File: config.mk
export PLATFORM = sky130hd
export DESIGN_NAME = mipsExecTop
export DESIGN_NICKNAME = d
export VERILOG_FILES = /design/src/rtl/mipsExecPkg.sv /design/src/rtl/laneIf.sv /design/src/rtl/aluLane.sv /design/src/rtl/apbRegs.sv /design/src/rtl/mipsExecTop.sv /design/src/rtl/resultCollector.sv
export SDC_FILE = /design/constraint.sdc
export NUM_CORES = 2
export LEC_CHECK = 0
export ABC_CLOCK_PERIOD_IN_PS = 10200
export BUFFER_PORTS_ARGS = -buffer_cell sky130_fd_sc_hd__buf_2
export CAP_MARGIN = 40
export CELL_PAD_IN_SITES_DETAIL_PLACEMENT = 2
export CELL_PAD_IN_SITES_GLOBAL_PLACEMENT = 2
export CORE_MARGIN = 4
export CORE_UTILIZATION = 45
export CTS_CLUSTER_SIZE = 28
export DETAILED_ROUTE_END_ITERATION = 10
export PLACE_DENSITY_LB_ADDON = 0.1
export SKIP_CTS_REPAIR_TIMING = 1
export SLEW_MARGIN = 10
export SYNTH_ARGS = -nofsm -noshare
export SYNTH_HDL_FRONTEND = slang
export SYNTH_SLANG_ARGS = --single-unit
File: constraint.sdc
create_clock -name clk -period 10.2 [get_ports clk]
set_input_delay 1.02 -clock clk [delete_from_list [all_inputs] [get_ports clk]]
set_output_delay 1.02 -clock clk [all_outputs]
set_load 0.05 [all_outputs]
File: src/rtl/mipsExecPkg.sv
//~~~~~~~~~~~~~~~~~~~~~~~~~~~~
// shared constants for the MIPS execution accelerator.
// lane count, APB register map, opcodes, funct codes,
// ALU operation codes and the instruction word union.
//~~~~~~~~~~~~~~~~~~~~~~~~~~~~
package mipsExecPkg;

    localparam int NUM_LANES  = 4;
    localparam int LANE_IDX_W = 2;
    localparam int APB_ADDR_W = 8;

    // offsets inside a 16-byte lane window.
    localparam logic [3:0] REG_RS     = 4'h0;
    localparam logic [3:0] REG_RT     = 4'h4;
    localparam logic [3:0] REG_INSTR  = 4'h8; // write launches.
    localparam logic [3:0] REG_RESULT = 4'hC; // read clears done.

    localparam logic [APB_ADDR_W-1:0] REG_STATUS = 8'h40;

    localparam logic [5:0] OP_SPECIAL = 6'h00;
    localparam logic [5:0] OP_ADDI    = 6'h08;
    localparam logic [5:0] OP_ADDIU   = 6'h09;
    localparam logic [5:0] OP_SLTI    = 6'h0A;
    localparam logic [5:0] OP_SLTIU   = 6'h0B;
    localparam logic [5:0] OP_ANDI    = 6'h0C;
    localparam logic [5:0] OP_ORI     = 6'h0D;
    localparam logic [5:0] OP_XORI    = 6'h0E;
    localparam logic [5:0] OP_LUI     = 6'h0F;

    localparam logic [5:0] FN_SLL  = 6'h00;
    localparam logic [5:0] FN_SRL  = 6'h02;
    localparam logic [5:0] FN_SRA  = 6'h03;
    localparam logic [5:0] FN_SLLV = 6'h04;
    localparam logic [5:0] FN_SRLV = 6'h06;
    localparam logic [5:0] FN_SRAV = 6'h07;
    localparam logic [5:0] FN_ADD  = 6'h20;
    localparam logic [5:0] FN_ADDU = 6'h21;
    localparam logic [5:0] FN_SUB  = 6'h22;
    localparam logic [5:0] FN_SUBU = 6'h23;
    localparam logic [5:0] FN_AND  = 6'h24;
    localparam logic [5:0] FN_OR   = 6'h25;
    localparam logic [5:0] FN_XOR  = 6'h26;
    localparam logic [5:0] FN_NOR  = 6'h27;
    localparam logic [5:0] FN_SLT  = 6'h2A;
    localparam logic [5:0] FN_SLTU = 6'h2B;

    localparam logic [3:0] ALU_ZERO = 4'd0;
    localparam logic [3:0] ALU_A    = 4'd1;
    localparam logic [3:0] ALU_B    = 4'd2;
    localparam logic [3:0] ALU_ADD  = 4'd3;
    localparam logic [3:0] ALU_SUB  = 4'd4;
    localparam logic [3:0] ALU_AND  = 4'd5;
    localparam logic [3:0] ALU_OR   = 4'd6;
    localparam logic [3:0] ALU_XOR  = 4'd7;
    localparam logic [3:0] ALU_NOR  = 4'd8;
    localparam logic [3:0] ALU_SLT  = 4'd9;
    localparam logic [3:0] ALU_SLTU = 4'd10;
    localparam logic [3:0] ALU_SLL  = 4'd11;
    localparam logic [3:0] ALU_SRL  = 4'd12;
    localparam logic [3:0] ALU_SRA  = 4'd13;
    localparam logic [3:0] ALU_LUI  = 4'd14;

    typedef struct packed {
        logic [5:0] opcode;
        logic [4:0] rs;
        logic [4:0] rt;
        logic [4:0] rd;
        logic [4:0] shamt;
        logic [5:0] funct;
    } rType_s;

    typedef struct packed {
        logic [5:0]  opcode;
        logic [4:0]  rs;
        logic [4:0]  rt;
        logic [15:0] imm16;
    } iType_s;

    // one word, two decodings.
    typedef union packed {
        rType_s rType;
        iType_s iType;
    } instrWord_u;

endpackage

File: src/rtl/laneIf.sv
//~~~~~~~~~~~~~~~~~~~~~~~~~~~~
// issue path from the APB
// feeder into one ALU lane.
//~~~~~~~~~~~~~~~~~~~~~~~~~~~~
interface laneIf;

    logic                   valid; // one-cycle launch pulse.
    mipsExecPkg::instrWord_u instr;
    logic [31:0]            dataRs;
    logic [31:0]            dataRt;

    modport feeder (
        output valid, instr, dataRs, dataRt
    );

    modport lane (
        input valid, instr, dataRs, dataRt
    );

endinterface

File: src/rtl/aluLane.sv
//~~~~~~~~~~~~~~~~~~~~~~~~~~~~
// one MIPS execution lane.
// decode, operand select, ALU,
// overflow trap, output register.
//~~~~~~~~~~~~~~~~~~~~~~~~~~~~
module aluLane (
    input  logic        clk,
    input  logic        rstN,
    laneIf.lane         issue,
    output logic        resValid,
    output logic [31:0] resData,
    output logic        resTrap
);

    mipsExecPkg::rType_s rType;
    mipsExecPkg::iType_s iType;
    logic                isRType;
    logic                signExt;
    logic                shiftImm;
    logic [3:0]          aluOp;
    logic [31:0]         extImm;
    logic [31:0]         srcA;
    logic [31:0]         srcB;
    logic [31:0]         aluOut;
    logic                trapAdd;
    logic                trapSub;
    logic                trap;

    function automatic logic [31:0] aluCalc(input logic [31:0] a, input logic [31:0] b,
                                            input logic [3:0] op);
        case (op)
            mipsExecPkg::ALU_A:    return a;
            mipsExecPkg::ALU_B:    return b;
            mipsExecPkg::ALU_ADD:  return a + b;
            mipsExecPkg::ALU_SUB:  return a - b;
            mipsExecPkg::ALU_AND:  return a & b;
            mipsExecPkg::ALU_OR:   return a | b;
            mipsExecPkg::ALU_XOR:  return a ^ b;
            mipsExecPkg::ALU_NOR:  return ~(a | b);
            mipsExecPkg::ALU_SLT:  return {31'b0, $signed(a) < $signed(b)};
            mipsExecPkg::ALU_SLTU: return {31'b0, a < b};
            mipsExecPkg::ALU_SLL:  return b << a[4:0];
            mipsExecPkg::ALU_SRL:  return b >> a[4:0];
            mipsExecPkg::ALU_SRA:  return $signed(b) >>> a[4:0];
            mipsExecPkg::ALU_LUI:  return {b[15:0], 16'b0};
            default:               return '0;
        endcase
    endfunction

    assign rType   = issue.instr.rType;
    assign iType   = issue.instr.iType;
    assign isRType = (rType.opcode == mipsExecPkg::OP_SPECIAL);

    always_comb
    begin
        aluOp = mipsExecPkg::ALU_ZERO; // unknown encodings yield zero.
        if (isRType)
        begin
            case (rType.funct)
                mipsExecPkg::FN_ADD, mipsExecPkg::FN_ADDU:  aluOp = mipsExecPkg::ALU_ADD;
                mipsExecPkg::FN_SUB, mipsExecPkg::FN_SUBU:  aluOp = mipsExecPkg::ALU_SUB;
                mipsExecPkg::FN_AND:                        aluOp = mipsExecPkg::ALU_AND;
                mipsExecPkg::FN_OR:                         aluOp = mipsExecPkg::ALU_OR;
                mipsExecPkg::FN_XOR:                        aluOp = mipsExecPkg::ALU_XOR;
                mipsExecPkg::FN_NOR:                        aluOp = mipsExecPkg::ALU_NOR;
                mipsExecPkg::FN_SLT:                        aluOp = mipsExecPkg::ALU_SLT;
                mipsExecPkg::FN_SLTU:                       aluOp = mipsExecPkg::ALU_SLTU;
                mipsExecPkg::FN_SLL, mipsExecPkg::FN_SLLV:  aluOp = mipsExecPkg::ALU_SLL;
                mipsExecPkg::FN_SRL, mipsExecPkg::FN_SRLV:  aluOp = mipsExecPkg::ALU_SRL;
                mipsExecPkg::FN_SRA, mipsExecPkg::FN_SRAV:  aluOp = mipsExecPkg::ALU_SRA;
                default:                                    aluOp = mipsExecPkg::ALU_ZERO;
            endcase
        end
        else
        begin
            case (iType.opcode)
                mipsExecPkg::OP_ADDI, mipsExecPkg::OP_ADDIU: aluOp = mipsExecPkg::ALU_ADD;
                mipsExecPkg::OP_SLTI:                        aluOp = mipsExecPkg::ALU_SLT;
                mipsExecPkg::OP_SLTIU:                       aluOp = mipsExecPkg::ALU_SLTU;
                mipsExecPkg::OP_ANDI:                        aluOp = mipsExecPkg::ALU_AND;
                mipsExecPkg::OP_ORI:                         aluOp = mipsExecPkg::ALU_OR;
                mipsExecPkg::OP_XORI:                        aluOp = mipsExecPkg::ALU_XOR;
                mipsExecPkg::OP_LUI:                         aluOp = mipsExecPkg::ALU_LUI;
                default:                                     aluOp = mipsExecPkg::ALU_ZERO;
            endcase
        end
    end

    // logical immediates and LUI take zero extension.
    assign signExt = !(iType.opcode inside {mipsExecPkg::OP_ANDI, mipsExecPkg::OP_ORI,
                                            mipsExecPkg::OP_XORI, mipsExecPkg::OP_LUI});
    assign extImm  = signExt ? {{16{iType.imm16[15]}}, iType.imm16} : {16'b0, iType.imm16};

    assign shiftImm = isRType && (rType.funct inside {mipsExecPkg::FN_SLL, mipsExecPkg::FN_SRL,
                                                      mipsExecPkg::FN_SRA});
    assign srcA   = shiftImm ? {27'b0, rType.shamt} : issue.dataRs;
    assign srcB   = isRType ? issue.dataRt : extImm;
    assign aluOut = aluCalc(srcA, srcB, aluOp);

    assign trapAdd = (isRType && rType.funct == mipsExecPkg::FN_ADD)
                     || iType.opcode == mipsExecPkg::OP_ADDI;
    assign trapSub = isRType && rType.funct == mipsExecPkg::FN_SUB;
    assign trap    = (trapAdd && srcA[31] == srcB[31] && aluOut[31] != srcA[31])
                     || (trapSub && srcA[31] != srcB[31] && aluOut[31] != srcA[31]);

    always_ff @(posedge clk or negedge rstN)
    begin
        if (!rstN)
        begin
            resValid <= 1'b0;
            resTrap  <= 1'b0;
        end
        else
        begin
            resValid <= issue.valid;
            resTrap  <= trap;
        end
    end

    always_ff @(posedge clk)
    begin
        resData <= aluOut;
    end

endmodule

File: src/rtl/apbRegs.sv
//~~~~~~~~~~~~~~~~~~~~~~~~~~~~
// APB slave for the lanes.
// operand storage, launch pulse,
// read mux and pslverr.
//~~~~~~~~~~~~~~~~~~~~~~~~~~~~
module apbRegs (
    input  logic                                clk,
    input  logic                                rstN,
    input  logic                                psel,
    input  logic                                penable,
    input  logic                                pwrite,
    input  logic [mipsExecPkg::APB_ADDR_W-1:0]  paddr,
    input  logic [31:0]                         pwdata,
    output logic [31:0]                         prdata,
    output logic                                pready,
    output logic                                pslverr,
    laneIf.feeder                               issue [mipsExecPkg::NUM_LANES],
    output logic [mipsExecPkg::NUM_LANES-1:0]   clearDone,
    input  logic [mipsExecPkg::NUM_LANES-1:0][31:0] resultBank,
    input  logic [mipsExecPkg::NUM_LANES-1:0]   doneBits,
    input  logic [mipsExecPkg::NUM_LANES-1:0]   trapBits
);

    logic                                 access;
    logic                                 inWindow;
    logic                                 isStatus;
    logic [mipsExecPkg::LANE_IDX_W-1:0]   laneSel;
    logic [3:0]                           regOff;
    logic                                 errCond;
    logic [31:0]                          rdMux;
    logic                                 wrOk;
    logic                                 wrInstr;
    logic                                 rdResultOk;
    logic [31:0]                          rsReg [mipsExecPkg::NUM_LANES];
    logic [31:0]                          rtReg [mipsExecPkg::NUM_LANES];

    assign access   = psel && penable;
    assign inWindow = (paddr[mipsExecPkg::APB_ADDR_W-1:6] == '0);
    assign isStatus = (paddr == mipsExecPkg::REG_STATUS);
    assign laneSel  = paddr[5:4];
    assign regOff   = paddr[3:0];
    assign pready   = 1'b1; // no wait states.

    always_comb
    begin
        errCond = 1'b1; // unmapped unless matched below.
        if (isStatus)
            errCond = pwrite;
        else if (inWindow)
        begin
            case (regOff)
                mipsExecPkg::REG_RS,
                mipsExecPkg::REG_RT,
                mipsExecPkg::REG_INSTR:  errCond = 1'b0;
                mipsExecPkg::REG_RESULT: errCond = pwrite || !doneBits[laneSel];
                default:                 errCond = 1'b1;
            endcase
        end
    end

    always_comb
    begin
        rdMux = '0; // write-only registers read as zero.
        if (isStatus)
            rdMux = 32'({trapBits, doneBits});
        else if (inWindow && regOff == mipsExecPkg::REG_RESULT)
            rdMux = resultBank[laneSel];
    end

    assign prdata  = (access && !pwrite && !errCond) ? rdMux : '0;
    assign pslverr = access && errCond;

    assign wrOk       = access && pwrite && !errCond;
    assign wrInstr    = wrOk && inWindow && regOff == mipsExecPkg::REG_INSTR;
    assign rdResultOk = access && !pwrite && !errCond && inWindow
                        && regOff == mipsExecPkg::REG_RESULT;
    assign clearDone  = rdResultOk ? (mipsExecPkg::NUM_LANES'(1) << laneSel) : '0;

    always_ff @(posedge clk)
    begin
        if (wrOk && inWindow && regOff == mipsExecPkg::REG_RS)
            rsReg[laneSel] <= pwdata;
        if (wrOk && inWindow && regOff == mipsExecPkg::REG_RT)
            rtReg[laneSel] <= pwdata;
    end

    for (genvar g = 0; g < mipsExecPkg::NUM_LANES; g++)
    begin : gIssue
        always_ff @(posedge clk or negedge rstN)
        begin
            if (!rstN)
                issue[g].valid <= 1'b0;
            else
                issue[g].valid <= wrInstr && (laneSel == mipsExecPkg::LANE_IDX_W'(g));
        end

        // operands travel with the launch pulse.
        always_ff @(posedge clk)
        begin
            if (wrInstr && laneSel == mipsExecPkg::LANE_IDX_W'(g))
            begin
                issue[g].instr  <= pwdata;
                issue[g].dataRs <= rsReg[g];
                issue[g].dataRt <= rtReg[g];
            end
        end
    end

endmodule

File: src/rtl/mipsExecTop.sv
//~~~~~~~~~~~~~~~~~~~~~~~~~~~~
// top level of the accelerator.
// APB feeder, lane array, collector.
//~~~~~~~~~~~~~~~~~~~~~~~~~~~~
module mipsExecTop (
    input  logic                               clk,
    input  logic                               rstN,
    input  logic                               psel,
    input  logic                               penable,
    input  logic                               pwrite,
    input  logic [mipsExecPkg::APB_ADDR_W-1:0] paddr,
    input  logic [31:0]                        pwdata,
    output logic [31:0]                        prdata,
    output logic                               pready,
    output logic                               pslverr
);

    logic [mipsExecPkg::NUM_LANES-1:0]       resValid;
    logic [mipsExecPkg::NUM_LANES-1:0]       resTrap;
    logic [mipsExecPkg::NUM_LANES-1:0][31:0] resData;
    logic [mipsExecPkg::NUM_LANES-1:0]       clearDone;
    logic [mipsExecPkg::NUM_LANES-1:0][31:0] resultBank;
    logic [mipsExecPkg::NUM_LANES-1:0]       doneBits;
    logic [mipsExecPkg::NUM_LANES-1:0]       trapBits;

    laneIf issue [mipsExecPkg::NUM_LANES] ();

    apbRegs apbRegs_i (
        .clk        (clk),
        .rstN       (rstN),
        .psel       (psel),
        .penable    (penable),
        .pwrite     (pwrite),
        .paddr      (paddr),
        .pwdata     (pwdata),
        .prdata     (prdata),
        .pready     (pready),
        .pslverr    (pslverr),
        .issue      (issue),
        .clearDone  (clearDone),
        .resultBank (resultBank),
        .doneBits   (doneBits),
        .trapBits   (trapBits)
    );

    for (genvar g = 0; g < mipsExecPkg::NUM_LANES; g++)
    begin : gLane
        aluLane aluLane_i (
            .clk      (clk),
            .rstN     (rstN),
            .issue    (issue[g]),
            .resValid (resValid[g]),
            .resData  (resData[g]),
            .resTrap  (resTrap[g])
        );
    end

    resultCollector resultCollector_i (
        .clk        (clk),
        .rstN       (rstN),
        .resValid   (resValid),
        .resTrap    (resTrap),
        .resData    (resData),
        .clearDone  (clearDone),
        .resultBank (resultBank),
        .doneBits   (doneBits),
        .trapBits   (trapBits)
    );

endmodule

File: src/rtl/resultCollector.sv
//~~~~~~~~~~~~~~~~~~~~~~~~~~~~
// per-lane result, done and trap
// registers read back over APB.
//~~~~~~~~~~~~~~~~~~~~~~~~~~~~
module resultCollector (
    input  logic                                    clk,
    input  logic                                    rstN,
    input  logic [mipsExecPkg::NUM_LANES-1:0]       resValid,
    input  logic [mipsExecPkg::NUM_LANES-1:0]       resTrap,
    input  logic [mipsExecPkg::NUM_LANES-1:0][31:0] resData,
    input  logic [mipsExecPkg::NUM_LANES-1:0]       clearDone,
    output logic [mipsExecPkg::NUM_LANES-1:0][31:0] resultBank,
    output logic [mipsExecPkg::NUM_LANES-1:0]       doneBits,
    output logic [mipsExecPkg::NUM_LANES-1:0]       trapBits
);

    for (genvar g = 0; g < mipsExecPkg::NUM_LANES; g++)
    begin : gSlot
        always_ff @(posedge clk or negedge rstN)
        begin
            if (!rstN)
            begin
                doneBits[g] <= 1'b0;
                trapBits[g] <= 1'b0;
            end
            else if (resValid[g]) // a fresh result beats the clear.
            begin
                doneBits[g] <= 1'b1;
                trapBits[g] <= resTrap[g];
            end
            else if (clearDone[g])
                doneBits[g] <= 1'b0;
        end

        always_ff @(posedge clk)
        begin
            if (resValid[g])
                resultBank[g] <= resData[g];
        end
    end

endmodule

==> flow_metrics.env <==
export IMPL_slew_violations=0
export IMPL_p_per_area_mw_per_mm2=109.4
export IMPL_synth_seq_cells=908
export IMPL_synthCells=7890
export IMPL_fmax_mhz=119.1
export IMPL_synth_flop_cell="edfxtp_1"
export IMPL_synth_fp_nets=8352
export IMPL_wire_per_inst_um=44.94
export IMPL_cts_max_level=3
export IMPL_cp_arrival_ns=9.06
export IMPL_fin_ws_ns=1.804
export IMPL_grt_pass1_vias=78241
export IMPL_die_area_mm2=0.1633
export IMPL_synth_top_cell_area_share_pct=30.95
export IMPL_place_gp_congestion=1.028
export IMPL_synth_edf_count=728
export IMPL_drtIter0Drc=13156
export IMPL_fin_skew_ns=0.05040
export IMPL_netlist_top_cells_area="edfxtp_1 31%, ha_1 7.3%, a21oi_1 4.6%"
export IMPL_relSlewSlack_pct=22.52
export IMPL_cp_max_fo=55
export IMPL_swShare_pct=25.28
export IMPL_seqPwrFrac_pct=46.7
export IMPL_crit_start="apbRegs_i.issue[2].instr[27]"
export IMPL_initial_core_util_pct=45.26
export IMPL_finalHoldViolations=0
export IMPL_ff2ff_path_depth=19
export IMPL_antenna_left=0
export IMPL_fp_dieW_um=404.2
export IMPL_core_area_mm2=0.1560
export IMPL_ys_seq_area_share_pct=36.20
export IMPL_vias=79360
export IMPL_port_buffers=77
export IMPL_setup_worst_path_end="gLane[2].aluLane_i.resData[0]"
export IMPL_drc_errors=0
export IMPL_syn_area_per_cell_um2=8.951
export IMPL_hp_class="reg2reg"
export IMPL_grt_usage_pct=51.22
export IMPL_insertion_delay_ns=0.79
export IMPL_finalNetCount=8247
export IMPL_drv_cap=0
export IMPL_clk_pin_slew_ns=0.08
export IMPL_fin_crit_ns=8.396
export IMPL_rsz0062_at_grt="false"
export IMPL_drt_total_wl_um=448900
export IMPL_syn_cell_area_mm2=0.07062
export IMPL_cts_buffers=102
export IMPL_fin_setup_tns_ns=0
export IMPL_cts_tree="yes"
export IMPL_r2r_slack_ns=1.80
export IMPL_io_pins=79
export IMPL_async_flop_share_pct=2.203
export IMPL_synth_cell_types=132
export IMPL_synth_largest_area_cell="edfxtp_1"
export IMPL_gr_total_overflow=0
export IMPL_p_clk_share_pct=51.5
export IMPL_placed_cells=9716
export IMPL_reg2reg_to="gLane[2].aluLane_i.resData[0]"
export IMPL_cts_sinks=908
export IMPL_syn_to_final_growth_pct=9.898
export IMPL_placementRows=145
export IMPL_power_internal_mw=6.343
export IMPL_switchingPower_mw=2.146
export IMPL_worst_setup_path_end_kind="flop"
export IMPL_dr_pass1_iters=7
export IMPL_dp_slack_ns=2.777
export IMPL_ys_warnings_count=0
export IMPL_via_per_inst=7.945
export IMPL_grt_pass1_wl_um=609800
export IMPL_power_frac_comb_pct=1.8
export IMPL_die_y_um=404.2
export IMPL_criticalPathCategory="reg2reg"
export IMPL_required_ns=10.86
export IMPL_root_buffer="clkbuf_16"
export IMPL_worstMarginPinSlew_ns=1.162
export IMPL_setup_viol=0
export IMPL_drive_gt1_share_pct=11.25
export IMPL_startpoint_type="flop"
export IMPL_post_route_period_util_pct=82.31
export IMPL_final_cells=9989
export IMPL_r2r_start="apbRegs_i.issue[2].instr[27]"
export IMPL_dp_final_hpwl_um=298700
export IMPL_power_leakage_nw=29.35
export IMPL_antenna_found_initial=66
export IMPL_status="complete, no violations"
export IMPL_max_vdd_ir_drop_v=0.0001765
export IMPL_grt_max_degree=73
export IMPL_cts_path_max_buffers=3
==> final cells by class <==
cell class	instances	area, µm²
inverters	410	1541
fillers	16430	78410
diodes	57	142.6
repair buffers	343	2618
clock buffers	130	2831
clock inverters	63	792.0
flip-flops and latches	908	25560
multi-input cells	6020	41550
well taps	2058	2575
==> cells in the mapped netlist, drive strengths merged, types with 22 or more instances <==
| cell type | count |
|---|---|
| a2111oi | 46 |
| a211o | 38 |
| a211oi | 107 |
| a21boi | 30 |
| a21o | 91 |
| a21oi | 660 |
| a221o | 54 |
| a221oi | 97 |
| a222oi | 28 |
| a22oi | 70 |
| a311oi | 25 |
| a31oi | 113 |
| and2 | 44 |
| and3 | 74 |
| buf | 227 |
| clkbuf | 325 |
| dfxtp | 160 |
| edfxtp | 728 |
| ha | 412 |
| inv | 403 |
| mux2 | 72 |
| mux2i | 283 |
| mux4 | 99 |
| nand2 | 769 |
| nand2b | 57 |
| nand3 | 245 |
| nand4 | 57 |
| nor2 | 650 |
| nor2b | 53 |
| nor3 | 175 |
| nor4 | 55 |
| o2111ai | 53 |
| o211ai | 168 |
| o21a | 63 |
| o21ai | 562 |
| o21bai | 64 |
| o221ai | 71 |
| o22ai | 152 |
| o31a | 23 |
| o31ai | 51 |
| o41ai | 22 |
| or3 | 42 |
| xnor2 | 24 |
==> critical path: stages (launching register included) <==
cell       delay, ns
edfxtp_1        0.48
or4_1           0.77
nor2_8          0.67
nand3_2         0.25
nand2_4         0.60
inv_4           0.46
ha_1            0.39
inv_1           0.08
ha_1            0.16
o21bai_1        0.09
a21oi_1         0.22
o2111ai_1       0.19
a2111oi_0       0.98
o21ai_0         0.49
nor4_1          0.57
o22ai_1         0.40
o31ai_1         0.60
a211o_1         0.32
a31oi_1         0.20
a211o_1         0.31
==> kinds of logic after synthesis <==
family / share of synthesized area, %
compound gates: 26.51
xor+xnor: 0.4093
fa+ha+maj: 7.599
buf+inv: 5.618
flops: 36.20
mux: 8.327
other cells: 0.005310
simple gates: 15.33
==> metal layers <==
layer | share of wire [%] | GRT usage, % | up-vias
met3 | 14 | 16.25 | 2441
met2 | 42 | 75.43 | 7533
met1 | 35 | 63.04 | 39401
li1 | - | - | 29947
met4 | 9.7 | 37.48 | 38
met5 | 0.052 | 0 | -
==> power by group through the flow <==
stage / Sequential [mW] / Combinational [mW] / Clock [mW]
6_report: 3.97 / 0.152 / 4.37
5_1_grt: 3.96 / 0.148 / 4.45
4_1_cts: 3.97 / 0.130 / 4.19
3_5_place_dp: 4.05 / 0.127 / 0
3_3_place_gp: 4.05 / 0.119 / 0
2_1_floorplan: 4.05 / 0.0246 / 0
==> worst min-delay path by stage <==
stage / depth (start not counted) / start / slack (ns) / end
floorplan: 0 / apbRegs_i.issue[0].valid / 0.33 / gLane[0].aluLane_i.resValid
global placement: 0 / apbRegs_i.issue[0].valid / 0.33 / gLane[0].aluLane_i.resValid
detailed placement: 0 / apbRegs_i.issue[0].valid / 0.34 / gLane[0].aluLane_i.resValid
CTS: 0 / apbRegs_i.issue[0].valid / 0.35 / gLane[0].aluLane_i.resValid
global route: 1 / rstN / 0.37 / gLane[3].aluLane_i.resTrap
finish: 0 / apbRegs_i.issue[0].valid / 0.37 / gLane[0].aluLane_i.resValid
==> cell usage in the layout (no fill, tap or decap), drive strengths merged, types with 54 or more instances in the layout <==
cell,n
nor2,650
mux2,72
and3,74
edfxtp,728
o21ai,562
o21a,63
buf,339
o21bai,64
clkbuf,133
dfxtp,160
a221o,54
o22ai,152
nor4,55
nand3,245
a21o,91
mux4,99
nand4,57
nand2b,57
a221oi,97
inv,414
nand2,769
ha,412
a21oi,660
a211oi,107
o221ai,71
a22oi,70
nor3,175
a31oi,113
o211ai,168
mux2i,283
diode,57
==> per-stage QoR <==
step / hold slack (ns) / total power, mW / utilization (%) / cell area [µm²]
after floorplan: 0.3312 / 4.073 / - / 70620
after global placement: 0.3314 / 4.167 / 46.92 / 73210
after detailed placement: 0.3403 / 4.175 / 47.10 / 73490
after CTS: 0.3526 / 8.285 / 49.42 / 77110
after global routing: 0.3721 / 8.562 / 49.67 / 77500
final: 0.3658 / 8.488 / 49.75 / 77610
==> sequential cells by signal, indices dropped and copies added (netlist names), named ones only <==
name and flops:
apbRegs_i.rsReg 128, apbRegs_i.issue.dataRs 128, apbRegs_i.issue.instr 88, resultCollector_i.resultBank 128
resultCollector_i.trapBits 4, gLane.aluLane_i.resValid 4, apbRegs_i.issue.valid 4, apbRegs_i.rtReg 128
apbRegs_i.issue.dataRt 128, gLane.aluLane_i.resData 128, resultCollector_i.doneBits 4, gLane.aluLane_i.resTrap 4
Power figures use the tool's default switching activity.
